==> src/logic/pc_io_pkg.sv <==
package pc_io_pkg;

   // i/o port address and data byte
   typedef logic [9:0] io_addr_t;
   typedef logic [7:0] io_data_t;

   // wishbone request, held stable by the master until ack
   typedef struct packed {
      io_addr_t addr;
      io_data_t wdata;
      logic     we;    // 1 = write
   } wb_req_t;

   // decoded target inside the 8255 block
   typedef enum logic [2:0] {
      PORT_NONE,
      PORT_A,
      PORT_B,
      PORT_C,
      PORT_CTRL
   } ppi_port_e;

   // port b bit layout, msb first
   typedef struct packed {
      logic kbd_clear;      // also selects switch bank 1 onto port a
      logic kbd_clk_low;
      logic io_ck_en_n;
      logic ram_pck_en_n;
      logic motor_off;
      logic sw_nibble_sel;  // 1 = low nibble of switch bank 2
      logic spkr_data;
      logic tim2_gate;
   } ppi_ctrl_t;

   // irq0 enable button fsm
   typedef enum logic [1:0] {
      ST_ON,
      ST_WAIT_OFF,
      ST_OFF,
      ST_WAIT_ON
   } toggle_state_e;

   localparam logic [2:0] PPI_BLOCK = 3'd3;  // 0x060..0x07f

   localparam logic [11:0] DEF_TONE_RELOAD    = 12'h533;
   localparam logic [11:0] DEF_TONE_THRESHOLD = 12'h299;
   localparam int          DEF_TICK_DIV       = 2;
   localparam logic [7:0]  DEF_SW1            = 8'h2C;
   localparam logic [3:0]  DEF_SW2_LO         = 4'h6;
   localparam logic [3:0]  DEF_SW2_HI         = 4'hE;

endpackage

==> src/logic/io_port_decode.sv <==
`timescale 1ns/1ps

module io_port_decode (
   input  logic                  clk,
   input  logic                  reset_n,
   input  logic                  wb_cyc_i,
   input  logic                  wb_stb_i,
   input  pc_io_pkg::wb_req_t    wb_req_i,
   output logic                  wb_ack_o,
   output pc_io_pkg::io_data_t   wb_dat_o,
   output pc_io_pkg::ppi_port_e  port_sel_o,
   output logic                  port_we_o,
   output pc_io_pkg::io_data_t   port_wdata_o,
   input  pc_io_pkg::io_data_t   port_rdata_i
);
   import pc_io_pkg::*;

   logic      in_block;   // address hits the 8255 block
   logic      req_new;    // request not yet acknowledged
   logic      ack_q;
   ppi_port_e port_sel;

   // a9..a8 zero and a7..a5 pick the block, a4..a2 are don't care
   assign in_block = (wb_req_i.addr[9:8] == 2'b00) &&
                     (wb_req_i.addr[7:5] == PPI_BLOCK);

   always_comb begin
      port_sel = PORT_NONE;
      if (in_block) begin
         case (wb_req_i.addr[1:0])
            2'd0:    port_sel = PORT_A;
            2'd1:    port_sel = PORT_B;
            2'd2:    port_sel = PORT_C;
            default: port_sel = PORT_CTRL;  // mode register, not kept
         endcase
      end
   end

   assign req_new = wb_cyc_i & wb_stb_i & ~ack_q;

   // single cycle ack, never stalls
   always_ff @(posedge clk or negedge reset_n) begin
      if (!reset_n) begin
         ack_q <= 1'b0;
      end else begin
         ack_q <= req_new;
      end
   end

   // strobe lands on the edge that raises ack
   assign port_we_o    = req_new & wb_req_i.we;
   assign port_sel_o   = port_sel;
   assign port_wdata_o = wb_req_i.wdata;
   assign wb_ack_o     = ack_q;

   // unclaimed ports float high on the bus
   always_comb begin
      case (port_sel)
         PORT_A,
         PORT_B,
         PORT_C:  wb_dat_o = port_rdata_i;
         default: wb_dat_o = 8'hFF;
      endcase
   end

endmodule

==> src/logic/irq_toggle.sv <==
`timescale 1ns/1ps

module irq_toggle (
   input  logic clk,
   input  logic reset_n,
   input  logic irq_button_i,
   output logic irq_en_o
);
   import pc_io_pkg::*;

   logic          btn_meta;
   logic          btn_sync;
   toggle_state_e state;
   toggle_state_e state_nxt;

   // two-flop synchronizer for the button
   always_ff @(posedge clk or negedge reset_n) begin
      if (!reset_n) begin
         btn_meta <= 1'b0;
         btn_sync <= 1'b0;
      end else begin
         btn_meta <= irq_button_i;
         btn_sync <= btn_meta;
      end
   end

   always_ff @(posedge clk or negedge reset_n) begin
      if (!reset_n) begin
         state <= ST_ON;   // irq0 enabled out of reset
      end else begin
         state <= state_nxt;
      end
   end

   // press arms, release commits the toggle
   always_comb begin
      state_nxt = state;
      case (state)
         ST_ON:       if (btn_sync)  state_nxt = ST_WAIT_OFF;
         ST_WAIT_OFF: if (!btn_sync) state_nxt = ST_OFF;
         ST_OFF:      if (btn_sync)  state_nxt = ST_WAIT_ON;
         ST_WAIT_ON:  if (!btn_sync) state_nxt = ST_ON;
         default:     state_nxt = ST_ON;
      endcase
   end

   assign irq_en_o = (state == ST_ON) || (state == ST_WAIT_OFF);

endmodule

==> src/logic/pc_io_top.sv <==
`timescale 1ns/1ps

module pc_io_top #(
   parameter logic [11:0] TONE_RELOAD    = pc_io_pkg::DEF_TONE_RELOAD,
   parameter logic [11:0] TONE_THRESHOLD = pc_io_pkg::DEF_TONE_THRESHOLD,
   parameter int          TICK_DIV       = pc_io_pkg::DEF_TICK_DIV,
   parameter logic [7:0]  SW1            = pc_io_pkg::DEF_SW1,
   parameter logic [3:0]  SW2_LO         = pc_io_pkg::DEF_SW2_LO,
   parameter logic [3:0]  SW2_HI         = pc_io_pkg::DEF_SW2_HI
) (
   input  logic                clk,
   input  logic                reset_n,
   input  logic                wb_cyc_i,
   input  logic                wb_stb_i,
   input  pc_io_pkg::wb_req_t  wb_req_i,
   output logic                wb_ack_o,
   output pc_io_pkg::io_data_t wb_dat_o,
   input  logic                irq_button_i,
   output logic                speaker_o,
   output logic                motor_off_o,
   output logic                irq_en_o
);
   import pc_io_pkg::*;

   ppi_port_e port_sel;
   logic      port_we;
   io_data_t  port_wdata;
   io_data_t  port_rdata;
   ppi_ctrl_t ppi_ctrl;   // port b contents
   logic      tone_level;

   io_port_decode u_decode (
      .clk, .reset_n, .wb_cyc_i, .wb_stb_i, .wb_req_i, .wb_ack_o, .wb_dat_o,
      .port_sel_o(port_sel), .port_we_o(port_we), .port_wdata_o(port_wdata),
      .port_rdata_i(port_rdata)
   );

   ppi_port_regs #(.SW1(SW1), .SW2_LO(SW2_LO), .SW2_HI(SW2_HI)) u_ppi (
      .clk, .reset_n, .port_sel_i(port_sel), .port_we_i(port_we),
      .port_wdata_i(port_wdata), .port_rdata_o(port_rdata),
      .tone_level_i(tone_level), .ctrl_o(ppi_ctrl)
   );

   speaker_tone #(
      .TONE_RELOAD(TONE_RELOAD),
      .TONE_THRESHOLD(TONE_THRESHOLD),
      .TICK_DIV(TICK_DIV)
   ) u_tone (
      .clk, .reset_n, .ctrl_i(ppi_ctrl), .tone_level_o(tone_level), .speaker_o
   );

   irq_toggle u_irq (.clk, .reset_n, .irq_button_i, .irq_en_o);

   assign motor_off_o = ppi_ctrl.motor_off;  // port b bit 3

endmodule

==> src/logic/ppi_port_regs.sv <==
`timescale 1ns/1ps

module ppi_port_regs #(
   parameter logic [7:0] SW1    = pc_io_pkg::DEF_SW1,
   parameter logic [3:0] SW2_LO = pc_io_pkg::DEF_SW2_LO,
   parameter logic [3:0] SW2_HI = pc_io_pkg::DEF_SW2_HI
) (
   input  logic                  clk,
   input  logic                  reset_n,
   input  pc_io_pkg::ppi_port_e  port_sel_i,
   input  logic                  port_we_i,
   input  pc_io_pkg::io_data_t   port_wdata_i,
   output pc_io_pkg::io_data_t   port_rdata_o,
   input  logic                  tone_level_i,
   output pc_io_pkg::ppi_ctrl_t  ctrl_o
);
   import pc_io_pkg::*;

   ppi_ctrl_t port_b;
   io_data_t  port_a;
   io_data_t  port_c;
   logic [3:0] sw2_nibble;

   // port b, the only writable port
   always_ff @(posedge clk or negedge reset_n) begin
      if (!reset_n) begin
         port_b <= '0;
      end else if (port_we_i && (port_sel_i == PORT_B)) begin
         port_b <= ppi_ctrl_t'(port_wdata_i);
      end
   end

   // no keyboard behind port a, so it only shows the switches
   assign port_a = port_b.kbd_clear ? SW1 : 8'h00;

   assign sw2_nibble = port_b.sw_nibble_sel ? SW2_LO : SW2_HI;

   // pc7..pc6 parity and channel check are gone
   assign port_c = {2'b00, tone_level_i, ~tone_level_i, sw2_nibble};

   always_comb begin
      case (port_sel_i)
         PORT_A:  port_rdata_o = port_a;
         PORT_B:  port_rdata_o = io_data_t'(port_b);
         PORT_C:  port_rdata_o = port_c;
         default: port_rdata_o = 8'hFF;
      endcase
   end

   assign ctrl_o = port_b;

endmodule

==> src/logic/speaker_tone.sv <==
`timescale 1ns/1ps

module speaker_tone #(
   parameter logic [11:0] TONE_RELOAD    = pc_io_pkg::DEF_TONE_RELOAD,
   parameter logic [11:0] TONE_THRESHOLD = pc_io_pkg::DEF_TONE_THRESHOLD,
   parameter int          TICK_DIV       = pc_io_pkg::DEF_TICK_DIV
) (
   input  logic                 clk,
   input  logic                 reset_n,
   input  pc_io_pkg::ppi_ctrl_t ctrl_i,
   output logic                 tone_level_o,
   output logic                 speaker_o
);

   localparam int DIV_W = (TICK_DIV > 1) ? $clog2(TICK_DIV) : 1;

   logic [DIV_W-1:0] div_cnt;
   logic             tick;
   logic [11:0]      tone_cnt;   // free running, counts down

   assign tick = (div_cnt == DIV_W'(TICK_DIV - 1));

   // tick divider
   always_ff @(posedge clk or negedge reset_n) begin
      if (!reset_n) begin
         div_cnt <= '0;
      end else if (tick) begin
         div_cnt <= '0;
      end else begin
         div_cnt <= div_cnt + 1'b1;
      end
   end

   // reload down-counter, wraps from 0 back to the reload value
   always_ff @(posedge clk or negedge reset_n) begin
      if (!reset_n) begin
         tone_cnt <= TONE_RELOAD;
      end else if (tick) begin
         if (tone_cnt == 12'h000) begin
            tone_cnt <= TONE_RELOAD;
         end else begin
            tone_cnt <= tone_cnt - 12'd1;
         end
      end
   end

   // square wave from the upper part of the count, high when gate is off
   assign tone_level_o = ctrl_i.tim2_gate ? (tone_cnt >= TONE_THRESHOLD) : 1'b1;

   assign speaker_o = tone_level_o & ctrl_i.spkr_data;  // keyed by port b bit 1

endmodule

==> config.mk <==
export PLATFORM = sky130hd
export DESIGN_NAME = pc_io_top
export DESIGN_NICKNAME = d
export VERILOG_FILES = /design/src/logic/pc_io_pkg.sv /design/src/logic/io_port_decode.sv /design/src/logic/irq_toggle.sv /design/src/logic/pc_io_top.sv /design/src/logic/ppi_port_regs.sv /design/src/logic/speaker_tone.sv
export SDC_FILE = /design/constraint.sdc
export NUM_CORES = 1
export LEC_CHECK = 0
export BUFFER_PORTS_ARGS = -buffer_cell sky130_fd_sc_hd__buf_4
export CELL_PAD_IN_SITES_DETAIL_PLACEMENT = 0
export CELL_PAD_IN_SITES_GLOBAL_PLACEMENT = 1
export CORE_ASPECT_RATIO = 1.25
export CORE_MARGIN = 2
export CORE_UTILIZATION = 43
export CTS_CLUSTER_SIZE = 20
export DETAILED_ROUTE_END_ITERATION = 16
export PLACE_DENSITY = 0.94
export SYNTH_ARGS = -nofsm -noshare
export SYNTH_HDL_FRONTEND = slang
export SYNTH_SLANG_ARGS = --single-unit
==> constraint.sdc <==
create_clock -name clk -period 4.27 [get_ports clk]
set_clock_uncertainty 0.05 [all_clocks]
set_input_delay 0.427 -clock clk [delete_from_list [all_inputs] [get_ports clk]]
set_output_delay 0.427 -clock clk [all_outputs]
set_load 0.05 [all_outputs]
# Word-level counts from Yosys, hierarchy flattened
# Cells that the tools add are included.
[totals]
regBits = 26
inputBits = 24
out_inout_bits = 12
wordCells = 59
[op_classes]
n_addsub = 2
n_lt_le_gt_ge = 1
eq_ne = 13
mux = 14
n_bitwise = 6
reduce_logical = 9
[ops]
columns = ["op", "n"]
rows = [
  ["8-bit case mux with 3 select lines", 1],
  ["12-bit by 10-bit greater-or-equal comparator with 1-bit output, second input constant", 1],
  ["12-bit logical NOT", 1],
  ["12-bit 2-to-1 mux", 1],
  ["12-bit by 1-bit subtractor with 12-bit output, second input constant", 1],
  ["3-bit by 2-bit equality test with 1-bit output, second input constant", 3],
  ["3-bit case mux with 3 select lines", 1],
  ["2-bit 2-to-1 mux", 4],
  ["8-bit 2-to-1 mux", 1],
  ["2-bit case mux with 4 select lines", 1],
  ["2-bit equality test, second input constant", 3],
  ["2-bit logical NOT", 3],
  ["6-bit 2-to-1 mux", 1],
  ["1-bit AND", 4],
  ["2-bit by 1-bit equality test with 1-bit output, second input constant", 2],
  ["4-bit 2-to-1 mux", 1],
  ["2-bit by 1-bit != test with 1-bit output, second input constant", 2],
  ["2-bit != test, second input constant", 2],
  ["4-bit AND reduction", 1],
  ["3-bit by 1-bit equality test with 1-bit output, second input constant", 1],
  ["3-bit 2-to-1 mux", 1],
  ["3-bit OR reduction", 1],
  ["1-bit logical AND", 2],
  ["1-bit 2-to-1 mux", 2],
  ["3 further kinds", 4],
]

# Longest topological paths before layout
[logic_depth]
word_depth = 6
ltp_mapped = 7
mapped_depth_nobuf = 6

# Modules after synthesis
# A second synthesis with hierarchy kept.
[hier_totals]
hier_cells = 179
hier_area_um2 = 1796.7
[by_module_without_submodules]
columns = ["mod", "instances", "cells_each", "area_each_um2", "seq_area_each_um2"]
rows = [
  ["speaker_tone", 1, 72, 748.2, 332.8],
  ["ppi_port_regs", 1, 46, 491.7, 200.2],
  ["io_port_decode", 1, 43, 329.1, 25.0],
  ["irq_toggle", 1, 18, 227.7, 100.1],
]

# Worst setup path before layout
# Ideal clock, no wire load.
[synth_timing]
path_kind = "flip-flop to output port"
startpoint = "register u_tone.tone_cnt[0]"
endpoint = "output port wb_dat_o[5]"
t_arrival_ns = 2.365
required_ns = 3.793
setup_slack_ns = 1.428
path_stages_with_launch = 7
n_path_buf = 0
path_cell_list = "dfstp_2 > inv_1 > ha_1 > nor3b_1 > o211ai_1 > nor4bb_1 > o31ai_1"
[synth_between]
elab_chain_len = 4
[synth_rtl]
columns = ["element", "line_no", "source"]
rows = [
  ["from (decl)", "speaker_tone.sv:19", "logic [11:0] tone_cnt;"],
  ["from (signal assigned)", "speaker_tone.sv:42", "tone_cnt <= tone_cnt - 12'd1;"],
  ["12-bit by 10-bit greater-or-equal comparator with 1-bit output", "speaker_tone.sv:48", "assign tone_level_o = ctrl_i.tim2_gate ? (tone_cnt >= TONE_THRESHOLD) : 1'b1;"],
  ["1-bit 2-to-1 mux", "speaker_tone.sv:48", ""],
  ["8-bit case mux with 3 select lines", "ppi_port_regs.sv:42", "case (port_sel_i)"],
  ["8-bit 2-to-1 mux", "io_port_decode.sv:58", "case (port_sel)"],
  ["to (decl)", "pc_io_top.sv:17", "output pc_io_pkg::io_data_t wb_dat_o,"],
]
# Every way passes these cells.

# Final worst setup path
[layout_timing]
startpoint = "register u_tone.tone_cnt[1]"
endpoint = "output port wb_dat_o[5]"
# Same word-level chain as after synthesis.

==> run_results.csv <==
group,metric,value,unit
outcome,outcome,"completed",
logic_synthesis,combinational_family_with_the_most_area_after_synthesis,"simple AND/OR/NAND/NOR gates",
cts,cts_post_setup_buffers_inserted,0,
sta,max_slew_margin_vs_limit,68.22,%
global_route,grt_first_pass_wirelength,5009,um
sta,grt_setup_unrepaired,"no",
logic_synthesis,ys_seq_elements,26,
floorplan,floorplan.core_area,0.003223,mm^2
sta,tightest_slew,475.0,ps
power,cellPowerDensity,326.6,mW/mm^2
logic_synthesis,ys.flop_type,"sky130_fd_sc_hd__dfrtp_1",
global_route,pin_count_of_the_biggest_net_entering_global_routing,27,
logic_synthesis,post_synth_mux_area_share,8.419,%
sta,setup_total_negative_slack,0,ps
logic_synthesis,synth_area,0.001456,mm^2
cts,cts-hold-fix-buffers,0,
sta,worst_slack,1693,ps
place,port-buffer-count,32,
sta,drv_slew,0,
critical_path,critical_path.max_fanout,4,
logic_synthesis,synth.yosys.seq_area_share,45.19,%
layout,final_design_area_no_fill,0.001782,mm^2
place,gpl.final_weighted_congestion,0.8061,
place,detailedPlace.worstSlack,1930,ps
cts,h-tree-depth,1,
logic_synthesis,netlist_top_cells_count,"sky130_fd_sc_hd__dfrtp_1 (20), sky130_fd_sc_hd__nor2_1 (15), sky130_fd_sc_hd__nand2_1 (11), sky130_fd_sc_hd__o21ai_0 (11), sky130_fd_sc_hd__mux2_2 (10)",
place,post-dp-hpwl,2210,um
logic_synthesis,synth_compound_gate_area_share,7.388,%
cts,cts_tree,"yes",
global_route,grt.overflow.total,0,
floorplan,rows,23,
floorplan,boundaryPins,36,
routing,routed_wl,2864,um
run,timing.max_cap.violations,0,
floorplan,floorplan.die.width,56.06,um
cts,cts.path.max_buffers,2,
routing,drt_iter0_markers,22,
cts,tritoncts.num_buffers,3,
logic_synthesis,synth_xor_area_share,4.811,%
logic_synthesis,number_of_distinct_library_cells_after_synthesis,36,
power,vdd_ir_drop_max,222.2,uV
layout,antennaDiodeCount,0,
layout,nFillCells,300,
sta,timing.final.hold_violations,0,
global_route,initial_antenna_violation_count,0,
layout,utilization,55.28,%
logic_synthesis,yosysWarningCount,0,
global_route,first_global_vias,1186,
floorplan,die_h,69.07,um
critical_path,crit_path_class,"reg2out",
routing,drcViolationCount,0,
floorplan,floorplan.die_area,0.003871,mm^2
critical_path,crit_path_start_kind,"flip-flop",
critical_path,critPathArrivalTime,2100,ps
floorplan,initial_core_util,45.19,%
logic_synthesis,netlist.area_leader.share,34.36,%
routing,drt-wirelength-per-cell,13.45,um
cts,clk_transition_reported_paths,80,ps
layout,final_net_count,210,
sta,hold_ws,1.402,ps
logic_synthesis,post_synth_inst_count,143,
routing,vias,1125,
hold_path,hold_class,"in2async",
logic_synthesis,postSynthAreaPerCell,10.18,um^2
power,leakage,0.0008568,uW
cts,post_cts.resized_instances,0,
routing,drt-pass1-iter-count,4,
routing,ant_nets,0,
routing,route.detailed.vias_per_inst,5.282,
sta,maxClockFrequency,388.1,MHz
layout,drive_above_1_share,32.95,%
critical_path,cp-end-kind,"output port",
cts,ctsRootBufferMaster,"sky130_fd_sc_hd__clkbuf_8",
logic_synthesis,post_synth_and_or_nand_nor_area_fraction,23.28,%
logic_synthesis,synth-async-reset-ratio,100.0,%
logic_synthesis,synthTopCellsByArea,"sky130_fd_sc_hd__dfrtp_1 (34%), sky130_fd_sc_hd__dfstp_2 (11%), sky130_fd_sc_hd__ha_1 (7.7%)",
sta,setup_viol,0,
logic_synthesis,mappedNetlistNets,176,
logic_synthesis,post-synth-top-count-cell,"sky130_fd_sc_hd__dfrtp_1",
cts,tritoncts_num_sinks,26,
cts,worst_skew_pair.late_latency,270,ps
sta,layout_min_cycle_time,2577,ps
logic_synthesis,count_of_flip_flops_with_a_built_in_enable_after_synthesis,0,
layout,area_growth,22.34,%
global_route,globalRouteTotalUtil,15.90,%
logic_synthesis,yosys.area.top_type,"sky130_fd_sc_hd__dfrtp_1",
sta,final.period_utilization,60.35,%
place,detailed_place.area,0.001727,mm^2
logic_synthesis,arithmetic_cell_share_of_the_synthesized_area_counting_full_adders_half_adders_and_majority_gates,7.732,%
critical_path,worstPathRequired,3790,ps
==> cells by family after synthesis <==
family / after synthesis
AND/OR/NAND/NOR: 60
flip-flops: 26
AO/OA/AOI/OAI: 18
buffers and inverters: 11
adder cells (fa/ha/maj): 9
XOR/XNOR: 8
multiplexers: 11
==> state kept, by name, indices dropped and copies added, names as in the netlist <==
signal and count:
u_irq.btn_sync 1, u_irq.btn_meta 1, u_irq.state 2, u_tone.div_cnt 1
u_decode.wb_ack_o 1, u_tone.tone_cnt 12, u_ppi.ctrl_o 8
==> final timing paths <==
| kind | depth (start not counted) | slack (ps) | endpoint | startpoint |
|---|---|---|---|---|
| max | 7 | 1690 | wb_dat_o[5] | u_tone.tone_cnt[1]$_DFFE_PN1P_ |
| min | 1 | 1 | u_tone.tone_cnt[7]$_DFFE_PN0P_ | reset_n |
| max reg2reg | 6 | 2520 | u_tone.tone_cnt[8]$_DFFE_PN1P_ | u_tone.tone_cnt[1]$_DFFE_PN1P_ |
| min reg2reg | 0 | 310 | u_irq.btn_sync$_DFF_PN0_ | u_irq.btn_meta$_DFF_PN0_ |
| max in group asynchronous | 1 | 3880 | u_tone.tone_cnt[8]$_DFFE_PN1P_ | reset_n |
| min in group clk | 1 | 210 | u_irq.btn_meta$_DFF_PN0_ | irq_button_i |
==> worst max-delay path, stage by stage, from the launching register on <==
cell and delay (ps):
sky130_fd_sc_hd__dfstp_2 560, sky130_fd_sc_hd__inv_1 60, sky130_fd_sc_hd__ha_1 170, sky130_fd_sc_hd__nor3b_1 250
sky130_fd_sc_hd__o211ai_1 130, sky130_fd_sc_hd__nor4bb_1 350, sky130_fd_sc_hd__o31ai_1 100, sky130_fd_sc_hd__buf_4 210
==> per-stage QoR <==
| stage | total power, uW | instances |
|---|---|---|
| floorplan | 383.9 | 143 |
| global placement | 423.9 | 209 |
| detailed placement | 433.7 | 209 |
| CTS | 592.0 | 213 |
| global route | 620.9 | 213 |
| finish | 581.8 | 213 |
==> layout make-up <==
type                       instances  area [um^2]  share of cell area (%)
multi-input combinational        106        752.0                   42.21
sequential                        26        658.1                   36.94
timing repair buffer              32        240.2                   13.48
inverter                           8        30.03                   1.685
tap                               37        46.29                   2.598
clock buffer                       4        55.05                   3.090
==> layout by cell type (no fill, tap or decap), types with 4 or more instances in the layout <==
cell / instances
sky130_fd_sc_hd__buf_4: 32
sky130_fd_sc_hd__clkbuf_8: 4
sky130_fd_sc_hd__dfrtp_1: 20
sky130_fd_sc_hd__dfstp_2: 6
sky130_fd_sc_hd__ha_1: 9
sky130_fd_sc_hd__inv_1: 8
sky130_fd_sc_hd__mux2_2: 10
sky130_fd_sc_hd__nand2_1: 11
sky130_fd_sc_hd__nor2_1: 15
sky130_fd_sc_hd__nor3_1: 5
sky130_fd_sc_hd__o21ai_0: 11
sky130_fd_sc_hd__xor2_1: 6
==> per-layer routing <==
metal	track usage [%]	routed length (um)
met5	0	0
met4	8.466	81
met3	3.565	150
met2	26.93	1453
met1	18.39	1179
==> report_power, final <==
| part | internal, uW | switching (uW) | leakage [uW] | total, uW |
|---|---|---|---|---|
| Clock | 82.4 | 73.1 | 0.0000288 | 155 |
| Combinational | 66.7 | 87.8 | 0.000509 | 155 |
| Sequential | 260 | 12.0 | 0.000319 | 272 |
Note: power is estimated with default switching activity, not from simulation.
